**config.mk**
```make
export PLATFORM = sky130hd
export DESIGN_NAME = uart_top
export DESIGN_NICKNAME = d
export VERILOG_FILES = /design/src/source/uart_pkg.sv /design/src/source/uart_top.sv /design/src/source/uart_rx_egress.sv /design/src/source/uart_rx.sv /design/src/source/uart_tx.sv /design/src/source/uart_fifo.sv
export SDC_FILE = /design/constraint.sdc
export NUM_CORES = 1
export LEC_CHECK = 0
export BUFFER_PORTS_ARGS = -buffer_cell sky130_fd_sc_hd__buf_2
export CORE_ASPECT_RATIO = 0.9
export CORE_MARGIN = 4
export CORE_UTILIZATION = 30
export DETAILED_ROUTE_END_ITERATION = 16
export SLEW_MARGIN = 5
export SYNTH_ARGS = -nofsm -noshare
export SYNTH_HDL_FRONTEND = slang
export SYNTH_SLANG_ARGS = --single-unit
export TNS_END_PERCENT = 20
```
**constraint.sdc**
```tcl
create_clock -name clk_i -period 7.45 [get_ports clk_i]
set_input_delay 0.3725 -clock clk_i [delete_from_list [all_inputs] [get_ports clk_i]]
set_output_delay 0.3725 -clock clk_i [all_outputs]
set_load 0.02 [all_outputs]
```
**src/source/uart_pkg.sv**
```systemverilog
package uart_pkg;

    // Cycles-per-bit divisor width
    localparam int DIV_W = 16;

    typedef enum logic {
        DATA_SEVEN = 1'b0,
        DATA_EIGHT = 1'b1
    } data_bits_t;

    typedef enum logic [2:0] {
        PARITY_NONE  = 3'd0,
        PARITY_EVEN  = 3'd1,
        PARITY_ODD   = 3'd2,
        PARITY_MARK  = 3'd3,
        PARITY_SPACE = 3'd4
    } parity_t;

    typedef enum logic {
        STOP_ONE = 1'b0,
        STOP_TWO = 1'b1
    } stop_bits_t;

    // One received character as it is handed to the host.
    // In seven-bit mode data[7] is always zero.
    typedef struct packed {
        logic [7:0] data;
        logic       parity_err;  // Parity bit disagreed with the configured rule
        logic       frame_err;   // First stop bit sampled low
    } uart_rx_word_t;

endpackage
```
**src/source/uart_top.sv**
```systemverilog
`timescale 1ns/10ps

module uart_top #(
    parameter int TX_DEPTH = 8,
    parameter int RX_DEPTH = 8
) (
    input  logic                       clk_i,
    input  logic                       rst_n_i,
    input  logic [uart_pkg::DIV_W-1:0] div_i,
    input  uart_pkg::data_bits_t       data_bits_i,
    input  uart_pkg::parity_t          parity_i,
    input  uart_pkg::stop_bits_t       stop_bits_i,
    input  logic                       tx_push_i,
    input  logic [7:0]                 tx_data_i,
    output logic                       tx_credit_o,
    output logic                       txd_o,
    input  logic                       rx_credit_i,
    input  logic                       rxd_i,
    output logic                       rx_valid_o,
    output uart_pkg::uart_rx_word_t    rx_word_o,
    output logic                       rx_overrun_o
);

    logic [7:0]              tx_fifo_data_w;
    logic                    tx_fifo_empty_w;
    logic                    rx_word_valid_w;
    uart_pkg::uart_rx_word_t rx_word_w;

    // Host credits bound the occupancy, so the full flag has no consumer
    uart_fifo #(
        .DEPTH     (TX_DEPTH),
        .payload_t (logic [7:0])
    ) u_tx_fifo (
        .clk_i       (clk_i),
        .rst_n_i     (rst_n_i),
        .push_i      (tx_push_i),
        .push_data_i (tx_data_i),
        .pop_i       (tx_credit_o),
        .pop_data_o  (tx_fifo_data_w),
        .empty_o     (tx_fifo_empty_w),
        .full_o      ()
    );

    // Every pop frees a slot and returns one credit to the host
    uart_tx u_tx (
        .clk_i        (clk_i),
        .rst_n_i      (rst_n_i),
        .div_i        (div_i),
        .data_bits_i  (data_bits_i),
        .parity_i     (parity_i),
        .stop_bits_i  (stop_bits_i),
        .fifo_data_i  (tx_fifo_data_w),
        .fifo_empty_i (tx_fifo_empty_w),
        .fifo_pop_o   (tx_credit_o),
        .txd_o        (txd_o)
    );

    uart_rx u_rx (
        .clk_i        (clk_i),
        .rst_n_i      (rst_n_i),
        .rxd_i        (rxd_i),
        .div_i        (div_i),
        .data_bits_i  (data_bits_i),
        .parity_i     (parity_i),
        .stop_bits_i  (stop_bits_i),
        .word_valid_o (rx_word_valid_w),
        .word_o       (rx_word_w)
    );

    uart_rx_egress #(
        .DEPTH (RX_DEPTH)
    ) u_rx_egress (
        .clk_i        (clk_i),
        .rst_n_i      (rst_n_i),
        .word_valid_i (rx_word_valid_w),
        .word_i       (rx_word_w),
        .rx_credit_i  (rx_credit_i),
        .rx_valid_o   (rx_valid_o),
        .rx_word_o    (rx_word_o),
        .rx_overrun_o (rx_overrun_o)
    );

endmodule

```
**src/source/uart_rx_egress.sv**
```systemverilog
`timescale 1ns/10ps

module uart_rx_egress #(
    parameter int DEPTH = 8
) (
    input  logic                    clk_i,
    input  logic                    rst_n_i,
    input  logic                    word_valid_i,
    input  uart_pkg::uart_rx_word_t word_i,
    input  logic                    rx_credit_i,
    output logic                    rx_valid_o,
    output uart_pkg::uart_rx_word_t rx_word_o,
    output logic                    rx_overrun_o
);

    localparam int CREDIT_W = 8;

    uart_pkg::uart_rx_word_t fifo_data_w;
    logic                    fifo_empty_w;
    logic                    fifo_full_w;
    logic                    deliver_w;
    logic [CREDIT_W-1:0]     credit_r;

    uart_fifo #(
        .DEPTH     (DEPTH),
        .payload_t (uart_pkg::uart_rx_word_t)
    ) u_rx_fifo (
        .clk_i       (clk_i),
        .rst_n_i     (rst_n_i),
        .push_i      (word_valid_i),
        .push_data_i (word_i),
        .pop_i       (deliver_w),
        .pop_data_o  (fifo_data_w),
        .empty_o     (fifo_empty_w),
        .full_o      (fifo_full_w)
    );

    // A word leaves only while the host has a free slot
    assign deliver_w = !fifo_empty_w && (credit_r != '0);

    always_ff @(posedge clk_i) begin
        if (!rst_n_i) begin
            credit_r     <= '0;
            rx_valid_o   <= 1'b0;
            rx_overrun_o <= 1'b0;
        end else begin
            case ({rx_credit_i, deliver_w})
                2'b10:   credit_r <= credit_r + 1'b1;
                2'b01:   credit_r <= credit_r - 1'b1;
                default: credit_r <= credit_r;  // Grant and delivery cancel out
            endcase
            rx_valid_o   <= deliver_w;
            rx_overrun_o <= word_valid_i && fifo_full_w;
        end
    end

    always_ff @(posedge clk_i) begin
        rx_word_o <= fifo_data_w;
    end

endmodule

```
**src/source/uart_rx.sv**
```systemverilog
`timescale 1ns/10ps

module uart_rx (
    input  logic                       clk_i,
    input  logic                       rst_n_i,
    input  logic                       rxd_i,
    input  logic [uart_pkg::DIV_W-1:0] div_i,
    input  uart_pkg::data_bits_t       data_bits_i,
    input  uart_pkg::parity_t          parity_i,
    input  uart_pkg::stop_bits_t       stop_bits_i,
    output logic                       word_valid_o,
    output uart_pkg::uart_rx_word_t    word_o
);

    typedef enum logic [2:0] {
        ST_IDLE,
        ST_START,
        ST_DATA,
        ST_PARITY,
        ST_STOP
    } state_t;

    state_t                     state_r;
    logic                       rxd_meta_r;
    logic                       rxd_sync_r;
    logic                       rxd_prev_r;
    logic [uart_pkg::DIV_W-1:0] timer_r;
    logic                       tick_w;
    logic [2:0]                 bit_cnt_r;
    logic [7:0]                 data_r;
    logic                       parity_err_r;
    logic                       last_bit_w;
    logic                       parity_exp_w;

    always_ff @(posedge clk_i) begin
        if (!rst_n_i) begin
            rxd_meta_r <= 1'b1;
            rxd_sync_r <= 1'b1;
            rxd_prev_r <= 1'b1;
        end else begin
            rxd_meta_r <= rxd_i;
            rxd_sync_r <= rxd_meta_r;
            rxd_prev_r <= rxd_sync_r;  // Edge detect on the synchronized line
        end
    end

    assign tick_w = (timer_r == '0);

    // Half a bit while idle so the first tick lands mid start bit
    always_ff @(posedge clk_i) begin
        if (!rst_n_i) begin
            timer_r <= '0;
        end else if (state_r == ST_IDLE) begin
            timer_r <= (div_i >> 1) - 1'b1;
        end else if (tick_w) begin
            timer_r <= div_i - 1'b1;
        end else begin
            timer_r <= timer_r - 1'b1;
        end
    end

    assign last_bit_w = (bit_cnt_r == ((data_bits_i == uart_pkg::DATA_EIGHT) ? 3'd7 : 3'd6));

    // The second stop bit is never sampled, the machine is already back in idle
    always_ff @(posedge clk_i) begin
        if (!rst_n_i) begin
            state_r      <= ST_IDLE;
            word_valid_o <= 1'b0;
        end else begin
            word_valid_o <= 1'b0;
            case (state_r)
                ST_IDLE:   if (rxd_prev_r && !rxd_sync_r) state_r <= ST_START;
                ST_START:  if (tick_w) state_r <= rxd_sync_r ? ST_IDLE : ST_DATA;  // Glitch rejection
                ST_DATA: begin
                    if (tick_w && last_bit_w) begin
                        state_r <= (parity_i == uart_pkg::PARITY_NONE) ? ST_STOP : ST_PARITY;
                    end
                end
                ST_PARITY: if (tick_w) state_r <= ST_STOP;
                ST_STOP: begin
                    if (tick_w) begin
                        state_r      <= ST_IDLE;
                        word_valid_o <= 1'b1;
                    end
                end
                default:   state_r <= ST_IDLE;
            endcase
        end
    end

    // Bit 7 stays zero in seven-bit mode, so the reduction covers the right bits
    always_comb begin
        case (parity_i)
            uart_pkg::PARITY_EVEN: parity_exp_w = ^data_r;
            uart_pkg::PARITY_ODD:  parity_exp_w = ~^data_r;
            uart_pkg::PARITY_MARK: parity_exp_w = 1'b1;
            default:               parity_exp_w = 1'b0;
        endcase
    end

    always_ff @(posedge clk_i) begin
        if (state_r == ST_IDLE) begin
            bit_cnt_r    <= '0;
            data_r       <= '0;
            parity_err_r <= 1'b0;
        end else if (tick_w) begin
            case (state_r)
                ST_DATA: begin
                    data_r[bit_cnt_r] <= rxd_sync_r;  // LSB first
                    bit_cnt_r         <= bit_cnt_r + 3'd1;
                end
                ST_PARITY: parity_err_r <= (rxd_sync_r != parity_exp_w);
                ST_STOP: begin
                    word_o.data       <= data_r;
                    word_o.parity_err <= parity_err_r;
                    word_o.frame_err  <= !rxd_sync_r;
                end
                default: ;
            endcase
        end
    end

endmodule

```
**src/source/uart_tx.sv**
```systemverilog
`timescale 1ns/10ps

module uart_tx (
    input  logic                       clk_i,
    input  logic                       rst_n_i,
    input  logic [uart_pkg::DIV_W-1:0] div_i,
    input  uart_pkg::data_bits_t       data_bits_i,
    input  uart_pkg::parity_t          parity_i,
    input  uart_pkg::stop_bits_t       stop_bits_i,
    input  logic [7:0]                 fifo_data_i,
    input  logic                       fifo_empty_i,
    output logic                       fifo_pop_o,
    output logic                       txd_o
);

    logic [uart_pkg::DIV_W-1:0] timer_r;
    logic                       tick_w;
    logic [11:0]                frame_r;
    logic [11:0]                frame_w;
    logic                       txd_r;
    logic                       load_w;
    logic                       data_xor_w;
    logic                       parity_w;
    logic [3:0]                 pos_w;

    // Free-running bit timer, one tick every div_i cycles
    assign tick_w = (timer_r == '0);

    always_ff @(posedge clk_i) begin
        if (!rst_n_i) begin
            timer_r <= '0;
        end else if (tick_w) begin
            timer_r <= div_i - 1'b1;
        end else begin
            timer_r <= timer_r - 1'b1;
        end
    end

    // The frame register reads zero once the last stop bit is on the line
    assign load_w     = (frame_r == '0) && !fifo_empty_i;
    assign fifo_pop_o = load_w;
    assign txd_o      = txd_r;

    always_ff @(posedge clk_i) begin
        if (!rst_n_i) begin
            frame_r <= '0;
            txd_r   <= 1'b1;
        end else begin
            if (load_w) begin
                frame_r <= frame_w;
            end else if (tick_w) begin
                frame_r <= {1'b0, frame_r[11:1]};
            end
            if (tick_w) begin
                txd_r <= (frame_r == '0) ? 1'b1 : frame_r[0];  // Idle high between frames
            end
        end
    end

    always_comb begin
        data_xor_w = ^fifo_data_i[6:0];
        if (data_bits_i == uart_pkg::DATA_EIGHT) begin
            data_xor_w = data_xor_w ^ fifo_data_i[7];
        end
    end

    always_comb begin
        case (parity_i)
            uart_pkg::PARITY_EVEN: parity_w = data_xor_w;   // Total count of ones stays even
            uart_pkg::PARITY_ODD:  parity_w = !data_xor_w;
            uart_pkg::PARITY_MARK: parity_w = 1'b1;
            default:               parity_w = 1'b0;
        endcase
    end

    // Frame layout from bit 0 upward: start, data, optional parity, stop bits.
    // Unused upper bits stay zero so the register empties after the last stop bit.
    always_comb begin
        frame_w      = '0;
        frame_w[7:1] = fifo_data_i[6:0];
        pos_w        = 4'd8;
        if (data_bits_i == uart_pkg::DATA_EIGHT) begin
            frame_w[8] = fifo_data_i[7];
            pos_w      = 4'd9;
        end
        if (parity_i != uart_pkg::PARITY_NONE) begin
            frame_w[pos_w] = parity_w;
            pos_w          = pos_w + 4'd1;
        end
        frame_w[pos_w] = 1'b1;
        if (stop_bits_i == uart_pkg::STOP_TWO) begin
            frame_w[pos_w + 4'd1] = 1'b1;
        end
    end

endmodule

```
**src/source/uart_fifo.sv**
```systemverilog
`timescale 1ns/10ps

module uart_fifo #(
    parameter int  DEPTH     = 8,
    parameter type payload_t = logic [7:0]
) (
    input  logic     clk_i,
    input  logic     rst_n_i,
    input  logic     push_i,
    input  payload_t push_data_i,
    input  logic     pop_i,
    output payload_t pop_data_o,
    output logic     empty_o,
    output logic     full_o
);

    localparam int PTR_W = (DEPTH > 1) ? $clog2(DEPTH) : 1;
    localparam int CNT_W = $clog2(DEPTH + 1);

    payload_t           mem_r [DEPTH];
    logic [PTR_W-1:0]   wr_ptr_r;
    logic [PTR_W-1:0]   rd_ptr_r;
    logic [CNT_W-1:0]   count_r;
    logic               do_push_w;
    logic               do_pop_w;

    assign empty_o   = (count_r == '0);
    assign full_o    = (count_r == CNT_W'(DEPTH));
    assign do_push_w = push_i && !full_o;  // Pushing into a full FIFO is ignored
    assign do_pop_w  = pop_i && !empty_o;

    // Show-ahead output
    assign pop_data_o = mem_r[rd_ptr_r];

    always_ff @(posedge clk_i) begin
        if (do_push_w) begin
            mem_r[wr_ptr_r] <= push_data_i;
        end
    end

    always_ff @(posedge clk_i) begin
        if (!rst_n_i) begin
            wr_ptr_r <= '0;
            rd_ptr_r <= '0;
            count_r  <= '0;
        end else begin
            if (do_push_w) begin
                wr_ptr_r <= (wr_ptr_r == PTR_W'(DEPTH - 1)) ? '0 : wr_ptr_r + 1'b1;
            end
            if (do_pop_w) begin
                rd_ptr_r <= (rd_ptr_r == PTR_W'(DEPTH - 1)) ? '0 : rd_ptr_r + 1'b1;
            end
            case ({do_push_w, do_pop_w})
                2'b10:   count_r <= count_r + 1'b1;
                2'b01:   count_r <= count_r - 1'b1;
                default: count_r <= count_r;
            endcase
        end
    end

endmodule

```
==> results of run 1 <==
routing by layer:
metal	up-vias	share of wire, %	global-route usage [%]
met3	27	4.2	1.97
met2	117	45	16.7
met4	2	1.7	2.71
met1	3688	49	16.7
li1	3669	-	-
met5	-	0.054	0
synthesized netlist by cell type (all sizes together), types with 2 or more instances:
master and count:
nand2b 11, nand3b 4, a211oi 26, inv 27, o21ai 17, a21o 5, nor4 16, o211ai 5
or4 4, mux4 38, a21oi 50, a221oi 6, or2 2, clkbuf 27, and2 3, mux2 12
a22o 3, or3 14, mux2i 29, o41ai 2, nor3 38, and3 6, xor2 42, nand3 13
nor2b 4, a31oi 4, ha 31, edfxtp 154, nand2 62, dfxtp 107, xnor2 50, nor2 122
buf 15, o22ai 2, nor3b 5, fa 3, o31ai 2
final cells by class:
cell class | instances | area, um2
Fill cell | 3886 | 25700
Multi-Input combinational cell | 642 | 4910
Sequential cell | 261 | 6770
Clock inverter | 9 | 101
Clock buffer | 43 | 830
Tap cell | 532 | 666
Inverter | 28 | 105
Timing Repair Buffer | 61 | 340
Antenna cell | 1 | 2.50
report_power, final:
group | switching (mW) | total, mW | internal, mW
clock network | 0.543 | 1.38 | 0.834
registers | 0.107 | 1.73 | 1.63
logic | 0.497 | 0.880 | 0.383
total | 1.15 | 3.99 | 2.85
flip-flops by register name, summed over array words and instances, names as in the netlist, 3 cells and up, named ones only:
signal                          flops
u_tx.timer_r                       16
u_tx_fifo.wr_ptr_r                  3
u_rx_egress.u_rx_fifo.wr_ptr_r      3
u_tx_fifo.mem_r                    64
u_rx.bit_cnt_r                      3
u_rx_egress.u_rx_fifo.rd_ptr_r      3
u_rx.state_r                        3
u_rx_egress.u_rx_fifo.mem_r        80
u_rx_egress.credit_r                8
u_tx_fifo.rd_ptr_r                  3
u_rx.timer_r                       16
u_rx.data_r                         8
u_rx_egress.u_rx_fifo.count_r       4
u_rx_egress.rx_word_o              10
u_tx_fifo.count_r                   4
u_tx.frame_r                       12
u_rx.word_o                        10
final timing paths:
| kind | start | end | slack [ps] | cells after the start |
|---|---|---|---|---|
| max | u_tx_fifo.count_r[0] | u_tx_fifo.count_r[3] | 3890 | 10 |
| min | tx_data_i[4] | u_tx_fifo.mem_r[6][4] | 120 | 1 |
| max reg2reg | u_tx_fifo.count_r[0] | u_tx_fifo.count_r[3] | 3890 | 10 |
| min reg2reg | u_rx.rxd_meta_r | u_rx.rxd_sync_r | 410 | 1 |
through the flow:
stage,std cells,utilization (%),power (mW)
3_3_place_gp,1524,32.4,2.63
6_report,1577,34.8,3.99
4_1_cts,1576,34.8,4.04
5_1_grt,1577,34.8,4.22
2_1_floorplan,973,-,2.46
3_5_place_dp,1524,32.4,2.64
cells by family (layout without fill, tap and decap cells):
| family | Yosys count | in the layout | share of synthesized area [%] |
|---|---|---|---|
| AND/OR/NAND/NOR | 307 | 307 | 12.6 |
| XOR/XNOR | 92 | 92 | 6.73 |
| other | 0 | 1 | 0 |
| AO/OA/AOI/OAI | 130 | 130 | 7.06 |
| buffers and inverters | 70 | 141 | 2.62 |
| adder cells (fa/ha/maj) | 34 | 34 | 3.74 |
| flip-flops | 261 | 261 | 56.6 |
| multiplexers | 79 | 79 | 10.7 |
==> flow_summary.yaml, run 1 <==
run_status:
  status: "complete, no violations"
critical_path:
  critPathKind: "register to register"
  cp_cell_sequence: "or3_1 > o21ai_1 > inv_1 > ha_1 > ha_1 > a21o_1 > a21oi_1 > xnor2_1 > or3_1 > a21oi_1"
  startpoint_type: "register"
  cp_num_buf_inv: 1
  cpLargestDelayFamily: "compound AO/OA/AOI/OAI gates"
  end_kind: "register"
  crit_arrival_ps: 4010
  crit_slowest_cell: "o21ai_1"
  max_stage_delay_ps: 860
  cp.required_ps: 7900
  critPathMaxFanout: 16
timing:
  setup_slack_ps: 3890
  clock_skew_ps: 18.9
  slew_violations: 0
  setup_viol_count_final: 0
  slew_headroom_pct: 16.1
  tightestPinTransition_ps: 1240
  fin_crit_ps: 3560
  hold_viol: 0
  fmax_mhz: 281
  holdWs_ps: 118
  rsz0062_at_grt: "no"
  finalCritPeriodShare_pct: 47.8
  setup-tns-final_ps: 0
routing:
  drc_errors: 0
  routed_wl_um: 24100
  num_vias: 7503
  drt-pass1-iter-count: 5
  wire_per_inst_um: 15.3
  via_per_inst: 4.76
  drtIter0Drc: 570
  route.antenna.remaining_nets: 0
floorplanning:
  initial_core_util_pct: 30.3
  ioPinCount: 48
  coreArea_um2: 39500
  fp.dieW_um: 219
  dieArea_um2: 43100
  fp-row-count: 69
  fp.dieH_um: 197
run:
  cap_viol_max_count: 0
power_and_ir_drop:
  power_density_nw_per_um2: 291
  power.leakage_nw: 4.90
  peakVddDrop_v: 0.000147
clock_tree:
  clkLatencyLatePin_ps: 530
  clkTransAtPathRegs_ps: 60
  htreeDepth: 1
  cts_max_path_buffers: 3
  clockRootBuffer: "clkbuf_16"
  cts.sinks: 261
  cts-hold-fix-buffers: 0
  post-cts-setup-buffers: 0
  post_cts_resized: 0
  cts_buffers: 28
  cts_tree: "built"
synthesis:
  synth-main-ff-cell: "edfxtp_1"
  syn_avg_cell_area_um2: 12.3
  netlist.area_leader.share_pct: 38.7
  yosys_register_bits: 261
  yosys.area.top_type: "edfxtp_1"
  synth_area_leaders: "edfxtp_1, dfxtp_1, mux4_2"
  synth-edff-count: 154
  synthCells: 973
  synth-async-reset-ratio_pct: 0
  seq_area_frac_synth_pct: 56.6
  syn_area_um2: 12000
  yosys_warnings: 0
  yosysUniqueCellTypes: 65
  synth_nets: 1041
global_route:
  antenna_found_initial: 2
  grt_overflow_total: 0
  grt_max_degree: 70
  grt_pass1_vias: 7171
  grt_pass1_wl_um: 39400
  grtUsageTotal_pct: 11.1
placement:
  place_ws_ps: 3930
  dp_hpwl_um: 16200
  dpl_cell_area_um2: 12800
  routabilityCongestion: 0.817
  port_buffers: 47
worst_hold_path:
  hp-class: "input port to register"
final_layout:
  nNetsFinal: 1090
  drive_gt1_share_pct: 17.0
  layout_common_cells: "edfxtp_1, nor2_1, dfxtp_1"
  final_area_um2: 13700
  syn_to_final_growth_pct: 14.7
  final_common_cell: "edfxtp_1"
Note: power is estimated with default switching activity, not from simulation.
==> run 2: changes to the inputs <==
--- a/config.mk
+++ b/config.mk
@@ -5,6 +5,7 @@
 export SDC_FILE = /design/constraint.sdc
 export NUM_CORES = 1
 export LEC_CHECK = 0
+export ABC_AREA = 1
 export BUFFER_PORTS_ARGS = -buffer_cell sky130_fd_sc_hd__buf_2
 export CORE_ASPECT_RATIO = 0.9
 export CORE_MARGIN = 4
==> constraint.sdc (replaced) <==
create_clock -name clk_i -period 3.25 [get_ports clk_i]
set_input_delay 0.1625 -clock clk_i [delete_from_list [all_inputs] [get_ports clk_i]]
set_output_delay 0.1625 -clock clk_i [all_outputs]
set_load 0.02 [all_outputs]
==> flow_summary.yaml, run 2 <==
run_status:
  status: "complete, no violations"
critical_path:
  startpoint_type: "register"
  crit_slowest_cell: "nor4_1"
  end_kind: "register"
  cpLargestDelayFamily: "compound AO/OA/AOI/OAI gates"
  cp_cell_sequence: "nor4_1 > a21boi_1 > ha_2 > ha_1 > a21oi_1 > nand2_1 > a21oi_1 > inv_1 > a21oi_1 > o21ai_0 > a21oi_1 > o21ai_0 > a21o_1 > o21ai_0 > a21oi_1"
  crit_top_cell: "a21oi_1"
  crit_arrival_ps: 3390
  max_stage_delay_ps: 360
  critPathKind: "register to register"
  cp_num_buf_inv: 1
  critPathMaxFanout: 7
  cp.required_ps: 3680
clock_tree:
  cts.sinks: 261
  htreeDepth: 1
  cts_tree: "built"
  clkTransAtPathRegs_ps: 60
  clkLatencyLatePin_ps: 550
  cts_max_path_buffers: 3
  post-cts-setup-buffers: 0
  cts_buffers: 28
  clockRootBuffer: "clkbuf_16"
power_and_ir_drop:
  p_int_mw: 7.61
  p_switching_mw: 4.75
  peakVddDrop_v: 0.000438
  power.leakage_nw: 5.81
  comb_power_share_pct: 38.8
  power_density_nw_per_um2: 868
  p_seq_share_pct: 35.1
  swShare_pct: 38.4
  p_clk_share_pct: 26.1
synthesis:
  synth_nets: 1447
  netlist.area_leader.share_pct: 37.5
  synth.most_common_cell: "nand2_1"
  yosys_warnings: 0
  seq_area_frac_synth_pct: 54.9
  synth_mux_area_share_pct: 0
  yosys_register_bits: 261
  synth-async-reset-ratio_pct: 0
  synthSimpleGateAreaFrac_pct: 18.2
  synth-xor-area-share_pct: 3.13
  synth-edff-count: 154
  synthAdderAreaFrac_pct: 3.64
  synth_top_family_by_area: "simple AND/OR/NAND/NOR gates"
  yosys.area.top_type: "edfxtp_1"
  syn_area_um2: 12300
  synth_area_leaders: "edfxtp_1, dfxtp_1, nand2_1"
  synth-main-ff-cell: "edfxtp_1"
  synth-compound-area-share_pct: 12.4
  synthCells: 1379
  syn_avg_cell_area_um2: 8.93
  synth_common_cells: "nand2_1, nor2_1, inv_1"
  yosysUniqueCellTypes: 49
timing:
  slew_headroom_pct: 27.4
  fmax_mhz: 338
  hold_viol: 0
  clock_skew_ps: 11.6
  setup-tns-final_ps: 0
  rsz0062_at_grt: "no"
  slew_violations: 0
  setup_slack_ps: 293
  setup_viol_count_final: 0
  finalCritPeriodShare_pct: 91.0
  tightestPinTransition_ps: 1080
  fin_crit_ps: 2960
global_route:
  grt_pass1_wl_um: 45300
  antenna_found_initial: 0
  grt_overflow_total: 0
  grt_pass1_vias: 8778
  grt_max_degree: 43
  grtUsageTotal_pct: 12.2
placement:
  dpl.cell_count: 1947
  dp_hpwl_um: 18900
  place_ws_ps: 168
  routabilityCongestion: 0.870
  port_buffers: 47
final_layout:
  max_flop_register: "u_rx_egress.u_rx_fifo.mem_r"
  layout_common_cells: "nand2_1, nor2_1, inv_1"
  syn_to_final_growth_pct: 15.5
  nFillCells: 4160
  nNetsFinal: 1516
  drive_gt1_share_pct: 10.0
  antennaDiodeCount: 0
  instances_no_fill: 2010
  reg_top3: "u_rx_egress.u_rx_fifo.mem_r: 80 flops, u_tx_fifo.mem_r: 64 flops"
  largest_register_ff_count: 80
  final_common_cell: "nand2_1"
routing:
  route.antenna.remaining_nets: 0
  drc_errors: 0
  num_vias: 9337
  drtIter0Drc: 786
  wire_per_inst_um: 14.0
  routed.top_layer: "met4"
  via_per_inst: 4.65
  routed_wl_um: 28100
  drt-pass1-iter-count: 5
  wl_met1_um: 13700
  route.met2.wl_um: 12400
  met3_length_um: 1340
floorplanning:
  dieArea_um2: 44400
  coreArea_um2: 40600
  ioPinCount: 48
  fp-row-count: 70
  fp.dieH_um: 200
  initial_core_util_pct: 30.3
  fp.dieW_um: 222
run:
  cap_viol_max_count: 0
worst_hold_path:
  hp-class: "input port to register"
==> run 2: changes by cell type after synthesis, sizes merged, moves of 16 or more <==
cell,previous run,this run
nand2,62,229
inv,27,188
o21ai,17,125
nor2,122,220
nand3,13,57
mux4,38,0
xnor2,50,18
mux2i,29,0
nor3,38,9
a211oi,26,6
a31oi,4,23
xor2,42,26
==> run 2: path summary, 6_finish.rpt <==
| check | startpoint | to | slack [ps] | cells after the start |
|---|---|---|---|---|
| setup / recovery | u_rx_egress.credit_r[3] | u_rx_egress.credit_r[7] | 290 | 15 |
| hold / removal | div_i[5] | u_rx.timer_r[4] | 40 | 5 |
| hold reg to reg | u_rx.rxd_meta_r | u_rx.rxd_sync_r | 420 | 1 |
| setup reg to reg | u_rx_egress.credit_r[3] | u_rx_egress.credit_r[7] | 290 | 15 |
==> run 2: per-layer routing <==
| metal | track usage (%) | vias up |
|---|---|---|
| li1 | - | 4725 |
| met1 | 17.9 | 4370 |
| met2 | 19.1 | 202 |
| met3 | 1.83 | 40 |
| met4 | 3.08 | 0 |
| met5 | 0 | - |
==> run 2: tightest hold or removal path, stage by stage <==
cell and delay [ps]:
buf_2 130, nand2_1 70, a31oi_1 70, o21ai_0 70
inv_1 40
==> run 2: cells by family after synthesis <==
family,after synthesis
and+or+nand+nor,538
buffers and inverters,234
adders and majority gates,34
DFF,261
xor gates and xnor gates,44
AOI/OAI and AO/OA,268
==> run 2: power by group through the flow <==
stage          logic [mW]  registers (mW)  clock network, mW
2_1_floorplan        3.63            4.40                  0
5_1_grt              5.51            4.40               3.42
4_1_cts              4.82            4.33               3.31
3_3_place_gp         4.72            4.39                  0
3_5_place_dp         4.78            4.40                  0
6_report             4.80            4.34               3.22
==> run 2: area by class of cell <==
class | instances | area [um2] | share of cell area, %
repair buffers | 84 | 541 | 3.80
multi-input cells | 884 | 4610 | 32.4
well taps | 540 | 676 | 4.75
flip-flops and latches | 261 | 6770 | 47.5
clock buffers | 40 | 797 | 5.60
inverters | 189 | 712 | 5.00
clock inverters | 12 | 134 | 0.941
==> run 2: stage by stage <==
| step | power (mW) | util (%) | hold WS [ps] | cell area [um2] |
|---|---|---|---|---|
| after CTS | 12.5 | 35.0 | 3.98 | 14200 |
| after global placement | 9.11 | 32.5 | 400 | 13200 |
| final | 12.4 | 35.0 | 37.1 | 14200 |
| after detailed placement | 9.18 | 32.5 | 410 | 13200 |
| after global routing | 13.3 | 35.0 | 53.7 | 14200 |
| after floorplan | 8.03 | - | 252 | 12300 |
==> run 2: repair_timing <==
item	in CTS	in global routing
setup endpoints to repair	0	1
gates resized for setup	0	2
hold endpoints to repair	67	0
hold buffers	11	0
==> run 3: changes to the inputs <==
--- a/config.mk
+++ b/config.mk
@@ -7,10 +7,13 @@
 export LEC_CHECK = 0
 export ABC_AREA = 1
 export BUFFER_PORTS_ARGS = -buffer_cell sky130_fd_sc_hd__buf_2
+export CELL_PAD_IN_SITES_DETAIL_PLACEMENT = 0
+export CELL_PAD_IN_SITES_GLOBAL_PLACEMENT = 1
 export CORE_ASPECT_RATIO = 0.9
 export CORE_MARGIN = 4
 export CORE_UTILIZATION = 30
 export DETAILED_ROUTE_END_ITERATION = 16
+export PLACE_DENSITY_LB_ADDON = 0.1
 export SLEW_MARGIN = 5
 export SYNTH_ARGS = -nofsm -noshare
 export SYNTH_HDL_FRONTEND = slang
==> flow_summary.yaml, run 3 (synthesis gave the netlist of run 2 again) <==
timing:
  hold_viol: 0
  rsz0062_at_grt: "no"
  fin_crit_ps: 2850
  finalCritPeriodShare_pct: 87.6
  slew_headroom_pct: 39.2
  setup-tns-final_ps: 0
  slew_violations: 0
  clock_skew_ps: 9.24
  setup_viol_count_final: 0
  tightestPinTransition_ps: 910
  fmax_mhz: 351
global_route:
  grt_pass1_wl_um: 50100
  grt_max_degree: 43
  grt_overflow_total: 0
  grt_pass1_vias: 8977
  antenna_found_initial: 0
  grtUsageTotal_pct: 13.9
routing:
  routed_wl_um: 31500
  route.antenna.remaining_nets: 0
  drc_errors: 0
  drt-pass1-iter-count: 5
  num_vias: 9131
  via_per_inst: 4.51
  wire_per_inst_um: 15.6
  drtIter0Drc: 438
final_layout:
  nNetsFinal: 1529
  layout_common_cells: "nand2_1, nor2_1, inv_1"
  final_common_cell: "nand2_1"
  reg_top3: "u_rx_egress.u_rx_fifo.mem_r: 80 flops, u_tx_fifo.mem_r: 64 flops"
  antennaDiodeCount: 0
  max_flop_register: "u_rx_egress.u_rx_fifo.mem_r"
  final_area_um2: 14400
  syn_to_final_growth_pct: 16.5
  largest_register_ff_count: 80
  drive_gt1_share_pct: 10.6
clock_tree:
  cts_buffers: 31
  cts.sinks: 261
  clkLatencyLatePin_ps: 560
  post-cts-setup-buffers: 0
  clkTransAtPathRegs_ps: 60
  cts_max_path_buffers: 3
  cts_tree: "built"
  htreeDepth: 1
  clockRootBuffer: "clkbuf_16"
critical_path:
  end_kind: "register"
  cp.required_ps: 3700
  critPathMaxFanout: 4
  crit_arrival_ps: 3300
  startpoint_type: "register"
  reg2reg_depth: 15
  critPathKind: "register to register"
run_status:
  status: "complete, no violations"
floorplanning:
  fp-row-count: 70
  coreArea_um2: 40600
  fp.dieW_um: 222
  dieArea_um2: 44400
  initial_core_util_pct: 30.3
  fp.dieH_um: 200
  ioPinCount: 48
power_and_ir_drop:
  power_mw: 12.6
  power.leakage_nw: 5.89
  peakVddDrop_v: 0.000468
  power_density_nw_per_um2: 877
placement:
  port_buffers: 47
  dp_hpwl_um: 21300
  dpl_cell_area_um2: 13200
  routabilityCongestion: 0.773
worst_hold_path:
  min_delay_path_depth: 3
  hp-class: "input port to register"
run:
  cap_viol_max_count: 0
## run 3: changes by cell type in the layout (fill, tap and decap cells not counted), sizes merged
cell and delta:
buf +8, clkinv +4, clkbuf +3, clkinvlp -2, dlygate4sd3 +2, inv +1
## run 3: through the flow
stage               hold WS [ps]  std cells  util (%)  setup slack (ps)
floorplan                    252       1379         -               528
global placement             389       1955      32.6               345
detailed placement           382       1955      32.6               408
CTS                        0.234       2026      35.3               372
global route                30.2       2026      35.3              58.1
finish                      30.4       2026      35.3               403
## run 3: timing repair
item	in CTS	in global routing
endpoints found under the hold margin	69	0
resized for setup	0	1
hold buffers	13	0
endpoints found under the setup margin	0	1
## run 3: cell type report
| type | count | area, um2 |
|---|---|---|
| Clock buffer | 43 | 821 |
| Clock inverter | 15 | 149 |
| Fill cell | 4266 | 26300 |
| Inverter | 189 | 712 |
| Multi-Input combinational cell | 884 | 4610 |
| Sequential cell | 261 | 6770 |
| Tap cell | 540 | 676 |
| Timing Repair Buffer | 94 | 621 |
## run 3: critical path, cell delays in order, from the launching register on
cell	delay, ps
dfxtp_1	310
nor4_1	290
a21boi_0	180
ha_1	260
ha_1	350
a21oi_1	160
nand2_1	100
a21oi_1	130
inv_1	50
a21oi_1	180
o21ai_0	100
a21oi_1	160
o21ai_0	100
a21o_1	180
o21ai_0	140
a21oi_1	50
## run 3: worst paths after layout
check                                        startpoint                       to  slack (ps)
worst min register to register          u_rx.rxd_meta_r          u_rx.rxd_sync_r         440
worst max-delay path            u_rx_egress.credit_r[7]  u_rx_egress.credit_r[7]         400
worst max register to register  u_rx_egress.credit_r[7]  u_rx_egress.credit_r[7]         400
worst min-delay path                           div_i[2]          u_tx.timer_r[2]          30
## run 3: power breakdown
part	switching, mW	total, mW	internal, mW	leakage [nW]
combinational	3.22	4.93	1.71	3.22
sequential	0.331	4.32	3.99	2.20
clock	1.35	3.34	1.99	0.477
## run 3: metal layers
metal	global-route usage, %	part of all wire (%)	up-vias
met5	0	0	-
met4	3.26	1.9	0
met3	1.77	2.9	44
met2	23.0	45	121
met1	19.6	50	4217
li1	-	-	4749
